`src/rtl/alu_macros.svh`:
```
`ifndef ALU_MACROS_SVH
`define ALU_MACROS_SVH

// datapath word width
`define DATA_W 32

// register stages in the multiplier pipeline
`define MUL_STAGES 3

// one shift-subtract step per quotient bit
`define DIV_ITERS `DATA_W

`endif

```
`src/rtl/alu_op_pkg.sv`:
```
package alu_op_pkg;

    // flat opcode as delivered by decode
    typedef enum logic [5:0] {
        OP_NOP,
        OP_ADD, OP_ADDU, OP_SUB, OP_SUBU,
        OP_SLT, OP_SLTU,
        OP_AND, OP_OR, OP_NOR, OP_XOR,
        OP_LUI,
        OP_SLL, OP_SRL, OP_SRA,
        OP_CLO, OP_CLZ,
        OP_MOVN, OP_MOVZ,
        OP_TEQ, OP_TNE, OP_TGE, OP_TGEU, OP_TLT, OP_TLTU,   // immediate forms share these
        OP_MULT, OP_MULTU,
        OP_MADD, OP_MADDU, OP_MSUB, OP_MSUBU,
        OP_DIV, OP_DIVU,
        OP_MTHI, OP_MTLO, OP_MFHI, OP_MFLO
    } alu_op_e;

    typedef enum logic [2:0] {
        TRAP_NONE,
        TRAP_EQ,
        TRAP_NE,
        TRAP_GE,
        TRAP_GEU,
        TRAP_LT,
        TRAP_LTU
    } trap_cond_e;

    // which engine a muldiv request is for
    typedef enum logic {
        MD_MUL,
        MD_DIV
    } muldiv_kind_e;

endpackage

```
`src/rtl/alu_data_pkg.sv`:
```
`include "alu_macros.svh"

package alu_data_pkg;

    typedef logic [`DATA_W-1:0] word_t;

    typedef logic [2*`DATA_W-1:0] dword_t;    // product, or {hi, lo}

    typedef logic [$clog2(`DATA_W)-1:0] shamt_t;

    // 0 to DATA_W inclusive, hence one extra bit
    typedef logic [$clog2(`DATA_W):0] bitcnt_t;

endpackage

```
`src/rtl/muldiv_if.sv`:
```
`timescale 1ns/1ps

interface muldiv_if;

    logic                      start;       // one-cycle request pulse
    alu_op_pkg::muldiv_kind_e  kind;
    logic                      is_signed;
    alu_data_pkg::word_t       a;
    alu_data_pkg::word_t       b;

    logic                      mul_done;
    alu_data_pkg::dword_t      prod;

    logic                      div_done;
    alu_data_pkg::word_t       quot;
    alu_data_pkg::word_t       rem;

    modport ctrl (output start, kind, is_signed, a, b,
                  input  mul_done, prod, div_done, quot, rem);

    modport mul (input start, kind, a, b, output mul_done, prod);

    modport div (input start, kind, is_signed, a, b, output div_done, quot, rem);

endinterface

```
`src/rtl/bit_count_lead.sv`:
```
`timescale 1ns/1ps
`include "alu_macros.svh"

module bit_count_lead (
    input  alu_data_pkg::word_t   value,
    input  logic                  count_ones,   // 1 for clo, 0 for clz
    output alu_data_pkg::bitcnt_t count
);

    // walk up from bit 0, so the highest mismatching bit wins
    always_comb begin
        count = alu_data_pkg::bitcnt_t'(`DATA_W);   // whole word matches
        for (int i = 0; i < `DATA_W; i++) begin
            if (value[i] != count_ones) begin
                count = alu_data_pkg::bitcnt_t'(`DATA_W - 1 - i);
            end
        end
    end

endmodule

```
`src/rtl/trap_cond.sv`:
```
`timescale 1ns/1ps

module trap_cond (
    input  alu_op_pkg::trap_cond_e cond,
    input  alu_data_pkg::word_t    a,
    input  alu_data_pkg::word_t    b,
    output logic                   trap
);

    logic eq;
    logic lt_s;
    logic lt_u;

    assign eq   = (a == b);
    assign lt_s = ($signed(a) < $signed(b));
    assign lt_u = (a < b);

    always_comb begin
        case (cond)
            alu_op_pkg::TRAP_EQ:  trap = eq;
            alu_op_pkg::TRAP_NE:  trap = !eq;
            alu_op_pkg::TRAP_GE:  trap = !lt_s;
            alu_op_pkg::TRAP_GEU: trap = !lt_u;
            alu_op_pkg::TRAP_LT:  trap = lt_s;
            alu_op_pkg::TRAP_LTU: trap = lt_u;
            default:              trap = 1'b0;   // not a trap op
        endcase
    end

    // non-trap opcodes from the top must never raise an exception
    trap_none_quiet: assert final (!(cond == alu_op_pkg::TRAP_NONE && trap))
        else $error("trap raised with no trap condition selected");

endmodule

```
`src/rtl/pipe_multiplier.sv`:
```
`timescale 1ns/1ps
`include "alu_macros.svh"

module pipe_multiplier (
    input logic    clk,
    input logic    reset,
    muldiv_if.mul  md
);

    localparam int ROWS   = 4;
    localparam int ROW_W  = `DATA_W / ROWS;     // multiplier bits per row
    localparam int RPROD_W = `DATA_W + ROW_W;
    localparam int PAIR_W = `DATA_W + 2 * ROW_W;

    logic                   take;
    logic [RPROD_W-1:0]     row_q [ROWS];
    logic [PAIR_W-1:0]      pair_q [2];
    alu_data_pkg::dword_t   prod_q;
    logic [`MUL_STAGES-1:0] vld;

    assign take = md.start && (md.kind == alu_op_pkg::MD_MUL);

    // valid travels with the three data stages below
    always_ff @(posedge clk) begin
        if (reset) begin
            vld <= '0;
        end else begin
            vld <= {vld[`MUL_STAGES-2:0], take};
        end
    end

    // stage 1: a times each byte-wide slice of b
    always_ff @(posedge clk) begin
        if (take) begin
            for (int r = 0; r < ROWS; r++) begin
                row_q[r] <= md.a * md.b[r*ROW_W +: ROW_W];
            end
        end
    end

    // stage 2: combine rows in pairs
    always_ff @(posedge clk) begin
        for (int p = 0; p < 2; p++) begin
            pair_q[p] <= PAIR_W'(row_q[2*p]) + (PAIR_W'(row_q[2*p+1]) << ROW_W);
        end
    end

    // stage 3: final sum
    always_ff @(posedge clk) begin
        prod_q <= alu_data_pkg::dword_t'(pair_q[0])
                + (alu_data_pkg::dword_t'(pair_q[1]) << (2 * ROW_W));
    end

    assign md.prod     = prod_q;
    assign md.mul_done = vld[`MUL_STAGES-1];

endmodule

```
`src/rtl/iter_divider.sv`:
```
`timescale 1ns/1ps
`include "alu_macros.svh"

module iter_divider (
    input logic    clk,
    input logic    reset,
    muldiv_if.div  md
);

    localparam int CNT_W = $clog2(`DIV_ITERS);

    logic                take;
    logic                running;
    logic [CNT_W-1:0]    iter;
    logic                last_iter;
    logic                q_neg;
    logic                r_neg;
    alu_data_pkg::word_t divisor;
    alu_data_pkg::word_t quot_acc;    // dividend shifts out as quotient shifts in
    alu_data_pkg::word_t rem_acc;
    logic [`DATA_W:0]    shifted;
    logic [`DATA_W:0]    diff;

    assign take      = md.start && (md.kind == alu_op_pkg::MD_DIV);
    assign last_iter = (iter == CNT_W'(`DIV_ITERS - 1));

    assign shifted = {rem_acc, quot_acc[`DATA_W-1]};
    assign diff    = shifted - {1'b0, divisor};

    always_ff @(posedge clk) begin
        if (reset) begin
            running     <= 1'b0;
            iter        <= '0;
            md.div_done <= 1'b0;
        end else begin
            md.div_done <= running && last_iter;
            if (take) begin
                running <= 1'b1;
                iter    <= '0;
            end else if (running) begin
                iter <= iter + 1'b1;
                if (last_iter) begin
                    running <= 1'b0;
                end
            end
        end
    end

    always_ff @(posedge clk) begin
        if (take) begin
            q_neg    <= md.is_signed && (md.a[`DATA_W-1] ^ md.b[`DATA_W-1]);
            r_neg    <= md.is_signed && md.a[`DATA_W-1];   // remainder follows dividend
            quot_acc <= (md.is_signed && md.a[`DATA_W-1]) ? -md.a : md.a;
            divisor  <= (md.is_signed && md.b[`DATA_W-1]) ? -md.b : md.b;
            rem_acc  <= '0;
        end else if (running) begin
            if (!diff[`DATA_W]) begin          // trial subtract fits
                rem_acc  <= diff[`DATA_W-1:0];
                quot_acc <= {quot_acc[`DATA_W-2:0], 1'b1};
            end else begin
                rem_acc  <= shifted[`DATA_W-1:0];
                quot_acc <= {quot_acc[`DATA_W-2:0], 1'b0};
            end
        end
    end

    // zero divisor ends with all-ones magnitude and the dividend as remainder
    assign md.quot = q_neg ? -quot_acc : quot_acc;
    assign md.rem  = r_neg ? -rem_acc : rem_acc;

    no_restart: assert property (@(posedge clk) disable iff (reset) take |-> !running)
        else $error("divide request while a divide is running");

endmodule

```
`src/rtl/hilo_unit.sv`:
```
`timescale 1ns/1ps
`include "alu_macros.svh"

module hilo_unit (
    input  logic                  clk,
    input  logic                  reset,
    input  alu_op_pkg::alu_op_e   op,
    input  alu_data_pkg::word_t   src1,
    input  alu_data_pkg::word_t   src2,
    input  logic                  flush,
    output alu_data_pkg::word_t   hi,
    output alu_data_pkg::word_t   lo,
    output logic                  busy,
    output logic                  md_done,
    muldiv_if.ctrl                md
);

    typedef enum logic [1:0] {IDLE, WAIT_MUL, WAIT_DIV} state_e;

    state_e               state;
    logic                 is_mul;
    logic                 is_div;
    logic                 mul_signed;
    logic                 accept;
    logic                 prod_neg;
    alu_data_pkg::dword_t prod_fix;
    alu_data_pkg::dword_t md_result;

    assign is_mul = op inside {alu_op_pkg::OP_MULT, alu_op_pkg::OP_MULTU,
                               alu_op_pkg::OP_MADD, alu_op_pkg::OP_MADDU,
                               alu_op_pkg::OP_MSUB, alu_op_pkg::OP_MSUBU};
    assign is_div = op inside {alu_op_pkg::OP_DIV, alu_op_pkg::OP_DIVU};
    assign mul_signed = op inside {alu_op_pkg::OP_MULT, alu_op_pkg::OP_MADD,
                                   alu_op_pkg::OP_MSUB};

    assign accept  = (state == IDLE) && (is_mul || is_div) && !flush;
    assign busy    = (state != IDLE);
    assign md_done = ((state == WAIT_MUL) && md.mul_done)
                   || ((state == WAIT_DIV) && md.div_done);

    // operands are held by the caller, so signs are still valid at done
    assign prod_neg = mul_signed && (src1[`DATA_W-1] ^ src2[`DATA_W-1]);
    assign prod_fix = prod_neg ? -md.prod : md.prod;

    always_comb begin
        if (state == WAIT_DIV) begin
            md_result = {md.rem, md.quot};   // hi gets remainder
        end else if (op inside {alu_op_pkg::OP_MADD, alu_op_pkg::OP_MADDU}) begin
            md_result = {hi, lo} + prod_fix;
        end else if (op inside {alu_op_pkg::OP_MSUB, alu_op_pkg::OP_MSUBU}) begin
            md_result = {hi, lo} - prod_fix;
        end else begin
            md_result = prod_fix;
        end
    end

    always_ff @(posedge clk) begin
        if (reset) begin
            state    <= IDLE;
            md.start <= 1'b0;
        end else begin
            md.start <= accept;
            case (state)
                IDLE:     if (accept) state <= is_mul ? WAIT_MUL : WAIT_DIV;
                WAIT_MUL: if (md.mul_done) state <= IDLE;
                WAIT_DIV: if (md.div_done) state <= IDLE;
                default:  state <= IDLE;
            endcase
        end
    end

    // request payload, multiplier sees magnitudes only
    always_ff @(posedge clk) begin
        if (accept) begin
            md.kind      <= is_mul ? alu_op_pkg::MD_MUL : alu_op_pkg::MD_DIV;
            md.is_signed <= mul_signed || (op == alu_op_pkg::OP_DIV);
            md.a         <= (mul_signed && src1[`DATA_W-1]) ? -src1 : src1;
            md.b         <= (mul_signed && src2[`DATA_W-1]) ? -src2 : src2;
        end
    end

    always_ff @(posedge clk) begin
        if (reset) begin
            hi <= '0;
            lo <= '0;
        end else if (md_done && !flush) begin
            {hi, lo} <= md_result;
        end else if ((state == IDLE) && !flush && (op == alu_op_pkg::OP_MTHI)) begin
            hi <= src1;
        end else if ((state == IDLE) && !flush && (op == alu_op_pkg::OP_MTLO)) begin
            lo <= src1;
        end
    end

    no_idle_done: assert property (@(posedge clk) disable iff (reset)
        (state == IDLE) |-> !(md.mul_done || md.div_done))
        else $error("engine done seen with no request outstanding");

    // start only in the cycle right after leaving IDLE
    single_start: assert property (@(posedge clk) disable iff (reset)
        md.start |-> ($past(state) == IDLE))
        else $error("start issued while already busy");

endmodule

```
`src/rtl/alu.sv`:
```
`timescale 1ns/1ps
`include "alu_macros.svh"

module alu (
    input  logic                clk,
    input  logic                reset,
    input  alu_op_pkg::alu_op_e op,
    input  alu_data_pkg::word_t src1,
    input  alu_data_pkg::word_t src2,
    input  logic                flush,
    output alu_data_pkg::word_t result,
    output logic                overflow,
    output logic                trap,
    output logic                busy,
    output logic                md_done
);

    localparam int MSB  = `DATA_W - 1;
    localparam int HALF = `DATA_W / 2;

    logic                   sub_mode;
    logic                   carry;
    logic                   slt_bit;
    logic                   sltu_bit;
    logic                   src1_zero;
    alu_data_pkg::word_t    adder_b;
    alu_data_pkg::word_t    sum;
    alu_data_pkg::word_t    hi;
    alu_data_pkg::word_t    lo;
    alu_data_pkg::shamt_t   sa;
    alu_data_pkg::bitcnt_t  lead_cnt;
    alu_op_pkg::trap_cond_e tcond;

    muldiv_if md_bus ();

    // one adder, b inverted plus carry-in for subtract and compares
    assign sub_mode = op inside {alu_op_pkg::OP_SUB, alu_op_pkg::OP_SUBU,
                                 alu_op_pkg::OP_SLT, alu_op_pkg::OP_SLTU};
    assign adder_b  = sub_mode ? ~src2 : src2;
    assign {carry, sum} = {1'b0, src1} + {1'b0, adder_b} + {{`DATA_W{1'b0}}, sub_mode};

    // like signs in, other sign out
    assign overflow = (op == alu_op_pkg::OP_ADD || op == alu_op_pkg::OP_SUB)
                    && (src1[MSB] == adder_b[MSB]) && (sum[MSB] != src1[MSB]);

    assign slt_bit  = (src1[MSB] & ~src2[MSB]) | (~(src1[MSB] ^ src2[MSB]) & sum[MSB]);
    assign sltu_bit = ~carry;   // borrow out

    assign sa        = src1[$bits(alu_data_pkg::shamt_t)-1:0];
    assign src1_zero = (src1 == '0);

    always_comb begin
        case (op)
            alu_op_pkg::OP_ADD,
            alu_op_pkg::OP_ADDU,
            alu_op_pkg::OP_SUB,
            alu_op_pkg::OP_SUBU: result = sum;
            alu_op_pkg::OP_SLT:  result = alu_data_pkg::word_t'(slt_bit);
            alu_op_pkg::OP_SLTU: result = alu_data_pkg::word_t'(sltu_bit);
            alu_op_pkg::OP_AND:  result = src1 & src2;
            alu_op_pkg::OP_OR:   result = src1 | src2;
            alu_op_pkg::OP_NOR:  result = ~(src1 | src2);
            alu_op_pkg::OP_XOR:  result = src1 ^ src2;
            alu_op_pkg::OP_LUI:  result = {src2[HALF-1:0], {HALF{1'b0}}};
            alu_op_pkg::OP_SLL:  result = src2 << sa;
            alu_op_pkg::OP_SRL:  result = src2 >> sa;
            alu_op_pkg::OP_SRA:  result = $signed(src2) >>> sa;
            alu_op_pkg::OP_CLO,
            alu_op_pkg::OP_CLZ:  result = alu_data_pkg::word_t'(lead_cnt);
            alu_op_pkg::OP_MOVN: result = src1_zero ? '0 : src2;   // src1 is the test value
            alu_op_pkg::OP_MOVZ: result = src1_zero ? src2 : '0;
            alu_op_pkg::OP_MFHI: result = hi;
            alu_op_pkg::OP_MFLO: result = lo;
            default:             result = '0;
        endcase
    end

    always_comb begin
        case (op)
            alu_op_pkg::OP_TEQ:  tcond = alu_op_pkg::TRAP_EQ;
            alu_op_pkg::OP_TNE:  tcond = alu_op_pkg::TRAP_NE;
            alu_op_pkg::OP_TGE:  tcond = alu_op_pkg::TRAP_GE;
            alu_op_pkg::OP_TGEU: tcond = alu_op_pkg::TRAP_GEU;
            alu_op_pkg::OP_TLT:  tcond = alu_op_pkg::TRAP_LT;
            alu_op_pkg::OP_TLTU: tcond = alu_op_pkg::TRAP_LTU;
            default:             tcond = alu_op_pkg::TRAP_NONE;
        endcase
    end

    bit_count_lead u_lead (
        .value      (src1),
        .count_ones (op == alu_op_pkg::OP_CLO),
        .count      (lead_cnt)
    );

    trap_cond u_trap (
        .cond (tcond),
        .a    (src1),
        .b    (src2),
        .trap (trap)
    );

    hilo_unit u_hilo (
        .clk     (clk),
        .reset   (reset),
        .op      (op),
        .src1    (src1),
        .src2    (src2),
        .flush   (flush),
        .hi      (hi),
        .lo      (lo),
        .busy    (busy),
        .md_done (md_done),
        .md      (md_bus)
    );

    pipe_multiplier u_mul (
        .clk   (clk),
        .reset (reset),
        .md    (md_bus)
    );

    iter_divider u_div (
        .clk   (clk),
        .reset (reset),
        .md    (md_bus)
    );

endmodule

```
`config.mk`:
```
export PLATFORM = sky130hd
export DESIGN_NAME = alu
export DESIGN_NICKNAME = d
export VERILOG_FILES = /design/src/rtl/alu_op_pkg.sv /design/src/rtl/alu_data_pkg.sv /design/src/rtl/muldiv_if.sv /design/src/rtl/bit_count_lead.sv /design/src/rtl/trap_cond.sv /design/src/rtl/pipe_multiplier.sv /design/src/rtl/iter_divider.sv /design/src/rtl/hilo_unit.sv /design/src/rtl/alu.sv
export VERILOG_INCLUDE_DIRS = /design/src /design/src/rtl
export SDC_FILE = /design/constraint.sdc
export NUM_CORES = 2
export LEC_CHECK = 0
export BUFFER_PORTS_ARGS = -buffer_cell sky130_fd_sc_hd__buf_2
export CAP_MARGIN = 5
export CORE_UTILIZATION = 31
export DETAILED_ROUTE_END_ITERATION = 8
export PLACE_DENSITY_LB_ADDON = 0.12
export SKIP_CTS_REPAIR_TIMING = 1
export SLEW_MARGIN = 20
export SYNTH_ARGS = -nofsm -noshare
export SYNTH_HDL_FRONTEND = slang
export SYNTH_SLANG_ARGS = --single-unit
```
`constraint.sdc`:
```
create_clock -name clk -period 9.55 [get_ports clk]
set_input_delay 1.91 -clock clk [delete_from_list [all_inputs] [get_ports clk]]
set_output_delay 1.91 -clock clk [all_outputs]
set_load 0.02 [all_outputs]
```
==> metrics.yaml <==
drt_iter0_markers: 6526
layout-drive-gt1-share_pct: 6.08
ys_types: 104
gr-usage-met1_pct: 35.1
setup_tns_ns: 0
synth_top_area_share_pct: 18.8
vias: 70000
synth_area_leaders: "fa_1, edfxtp_1, ha_1"
cts_tree: "done"
clk_pin_slew_ns: 0.06
place_area_um2: 81900
slew_headroom_pct: 19.0
grt_max_degree: 117
ys_warn_count: 0
core_area_um2: 249000
finalSetupViolCount: 0
grt_pass1_wl_um: 488000
critPathMaxFanout: 20
worstSetupEndpointType: "output pin"
overflow: 0
avgSynthCellArea_um2: 8.35
grtUsageTotal_pct: 26.4
p_leak_nw: 35.9
busiest_layer: "met2"
drc_errors: 0
dieArea_um2: 252000
fin_crit_sh_pct: 87.7
postSynthRegisterBits: 561
synth_top_area_cell: "fa_1"
syn_inst: 9300
ys_seq_area_share_pct: 18.2
final_area_um2: 84500
row_count: 183
clock_sinks: 561
drtPass1Iterations: 8
max-vdd-ir-drop_mv: 0.133
gp_congestion: 0.986
critPathRequiredTime_ns: 7.64
syn_area_um2: 77600
antenna_found_initial: 30
numCtsBuffers: 76
start_kind: "primary input"
rsz0062_at_grt: "false"
worstSkewPairLatency_ns: 0.73
final_cell_mix: "nand2_1, inv_1, fa_1, ha_1, a21oi_1"
cts_root_buf: "clkbuf_16"
hp-class: "reg2reg"
synthesis.nets: 10700
io_pins: 109
met2_usage_pct: 41.6
h-tree-depth: 3
max_freq_ghz: 0.119
cellPowerDensity_nw_per_um2: 136
outcome: "completed"
fp.dieW_um: 502
synthArstFlopShare_pct: 0
cts_buffer_depth: 3
finalMaxSlewViolations: 0
fin_crit_ns: 8.37
maxCapViolCount: 0
worstMarginPinSlew_ns: 1.22
grt_pass1_vias: 70400
final_common_cell: "nand2_1"
area_growth_pct: 8.83
initial_utilization_pct: 31.2
synth_edf_count: 292
wirelength_um: 338000
finalHoldViolCount: 0
grt_use_met3_pct: 3.95
critPathArrivalTime_ns: 6.46
drt.antenna.violating_nets: 0
viasPerCell: 5.59
io_buffers: 108
crit_type: "in2out"
avgRoutedWirePerCell_um: 27.0
fin_nets: 10600
die_h_um: 502
synth-main-ff-cell: "edfxtp_1"
post-dp-hpwl_um: 262000
finalClockSkew_ns: 0.0557
## final timing paths
check | startpoint | end | slack, ns | cells after the start
worst max-delay path | op[2] | result[30] | 1.18 | 18
worst min-delay path | u_mul.pair_q[0][12]$_DFF_P_ | u_mul.md.prod[12]$_DFF_P_ | 0.32 | 0
worst max register to register | u_hilo.md.a[5]$_DFFE_PP_ | u_mul.row_q[3][39]$_DFFE_PP_ | 2.35 | 20
worst min register to register | u_mul.pair_q[0][12]$_DFF_P_ | u_mul.md.prod[12]$_DFF_P_ | 0.32 | 0
## per-layer routing
metal	up-vias	routed length [um]
met1	35200	147000
met4	4	17400
met3	546	23000
li1	31600	-
met5	-	29
met2	2668	151000
## state kept, by name, indices dropped and copies added, names as in the netlist, 2 cells and up
name	flops
u_div.iter	5
u_mul.row_q	160
u_hilo.lo	32
u_div.quot_acc	32
u_mul.md.prod	64
u_div.divisor	32
u_mul.vld	3
u_hilo.md.b	32
u_mul.pair_q	96
u_hilo.md.a	32
u_div.rem_acc	32
u_hilo.state	2
u_hilo.hi	32
## synthesized netlist by cell type (all sizes together), types with 99 or more instances
cell / count
nand2: 1072
inv: 912
fa: 727
ha: 632
a21oi: 604
nor2: 592
clkbuf: 508
o21ai: 493
and2: 444
xnor2: 416
edfxtp: 292
dfxtp: 269
a21o: 187
xor2: 172
nor3: 161
nand3: 145
mux2i: 109
a211oi: 99
## power by group
part / total, W / leakage [nW] / internal [W] / switching [W]
clock network: 0.00300 / 1.25 / 0.00173 / 0.00127
logic: 0.00543 / 29.8 / 0.00210 / 0.00333
registers: 0.00310 / 4.88 / 0.00285 / 0.000255
total: 0.0115 / 35.9 / 0.00668 / 0.00485
## worst max-delay path: stages
cell and delay [ns]:
buf_2 0.29, and3b_1 0.35, o21ai_4 0.74, xnor2_1 0.22, inv_1 0.08, fa_1 0.41
nor2b_1 0.19, o31a_1 0.24, o2111ai_1 0.19, a21oi_1 0.39, o21ai_0 0.21, nand3_1 0.15
nand3_1 0.11, a21boi_0 0.26, nor2_1 0.11, mux2_2 0.28, o21ai_0 0.13, buf_2 0.19
## cell type report
cell class                 count  area, um2
inverter                     922       3460
timing repair buffer         308       2090
fill                       26200     164000
antenna                       12       30.0
clock inverter                31        415
clock buffer                 110       2150
multi-input combinational   7250      58000
tap                         3330       4170
sequential                   561      14200
## through the flow
stage / utilization (%) / hold slack, ns / instances / total power, W / setup WS, ns
finish: 34.0 / 0.315 / 12500 / 0.0115 / 1.18
global route: 34.0 / 0.326 / 12500 / 0.0123 / 0.727
CTS: 34.0 / 0.319 / 12500 / 0.0116 / 1.22
detailed placement: 32.9 / 0.312 / 12400 / 0.00854 / 1.24
global placement: 32.9 / 0.311 / 12400 / 0.00853 / 1.16
floorplan: - / 0.310 / 9300 / 0.00698 / 1.39
## cells by family after synthesis
logic type | synth area share (%)
buffers and inverters | 7.23
AND/OR/NAND/NOR | 17.9
multiplexers | 1.94
adder cells (fa/ha/maj) | 28.9
XOR/XNOR | 6.68
AO/OA/AOI/OAI | 19.1
flip-flops | 18.2
(Power assumes the default switching activity.)
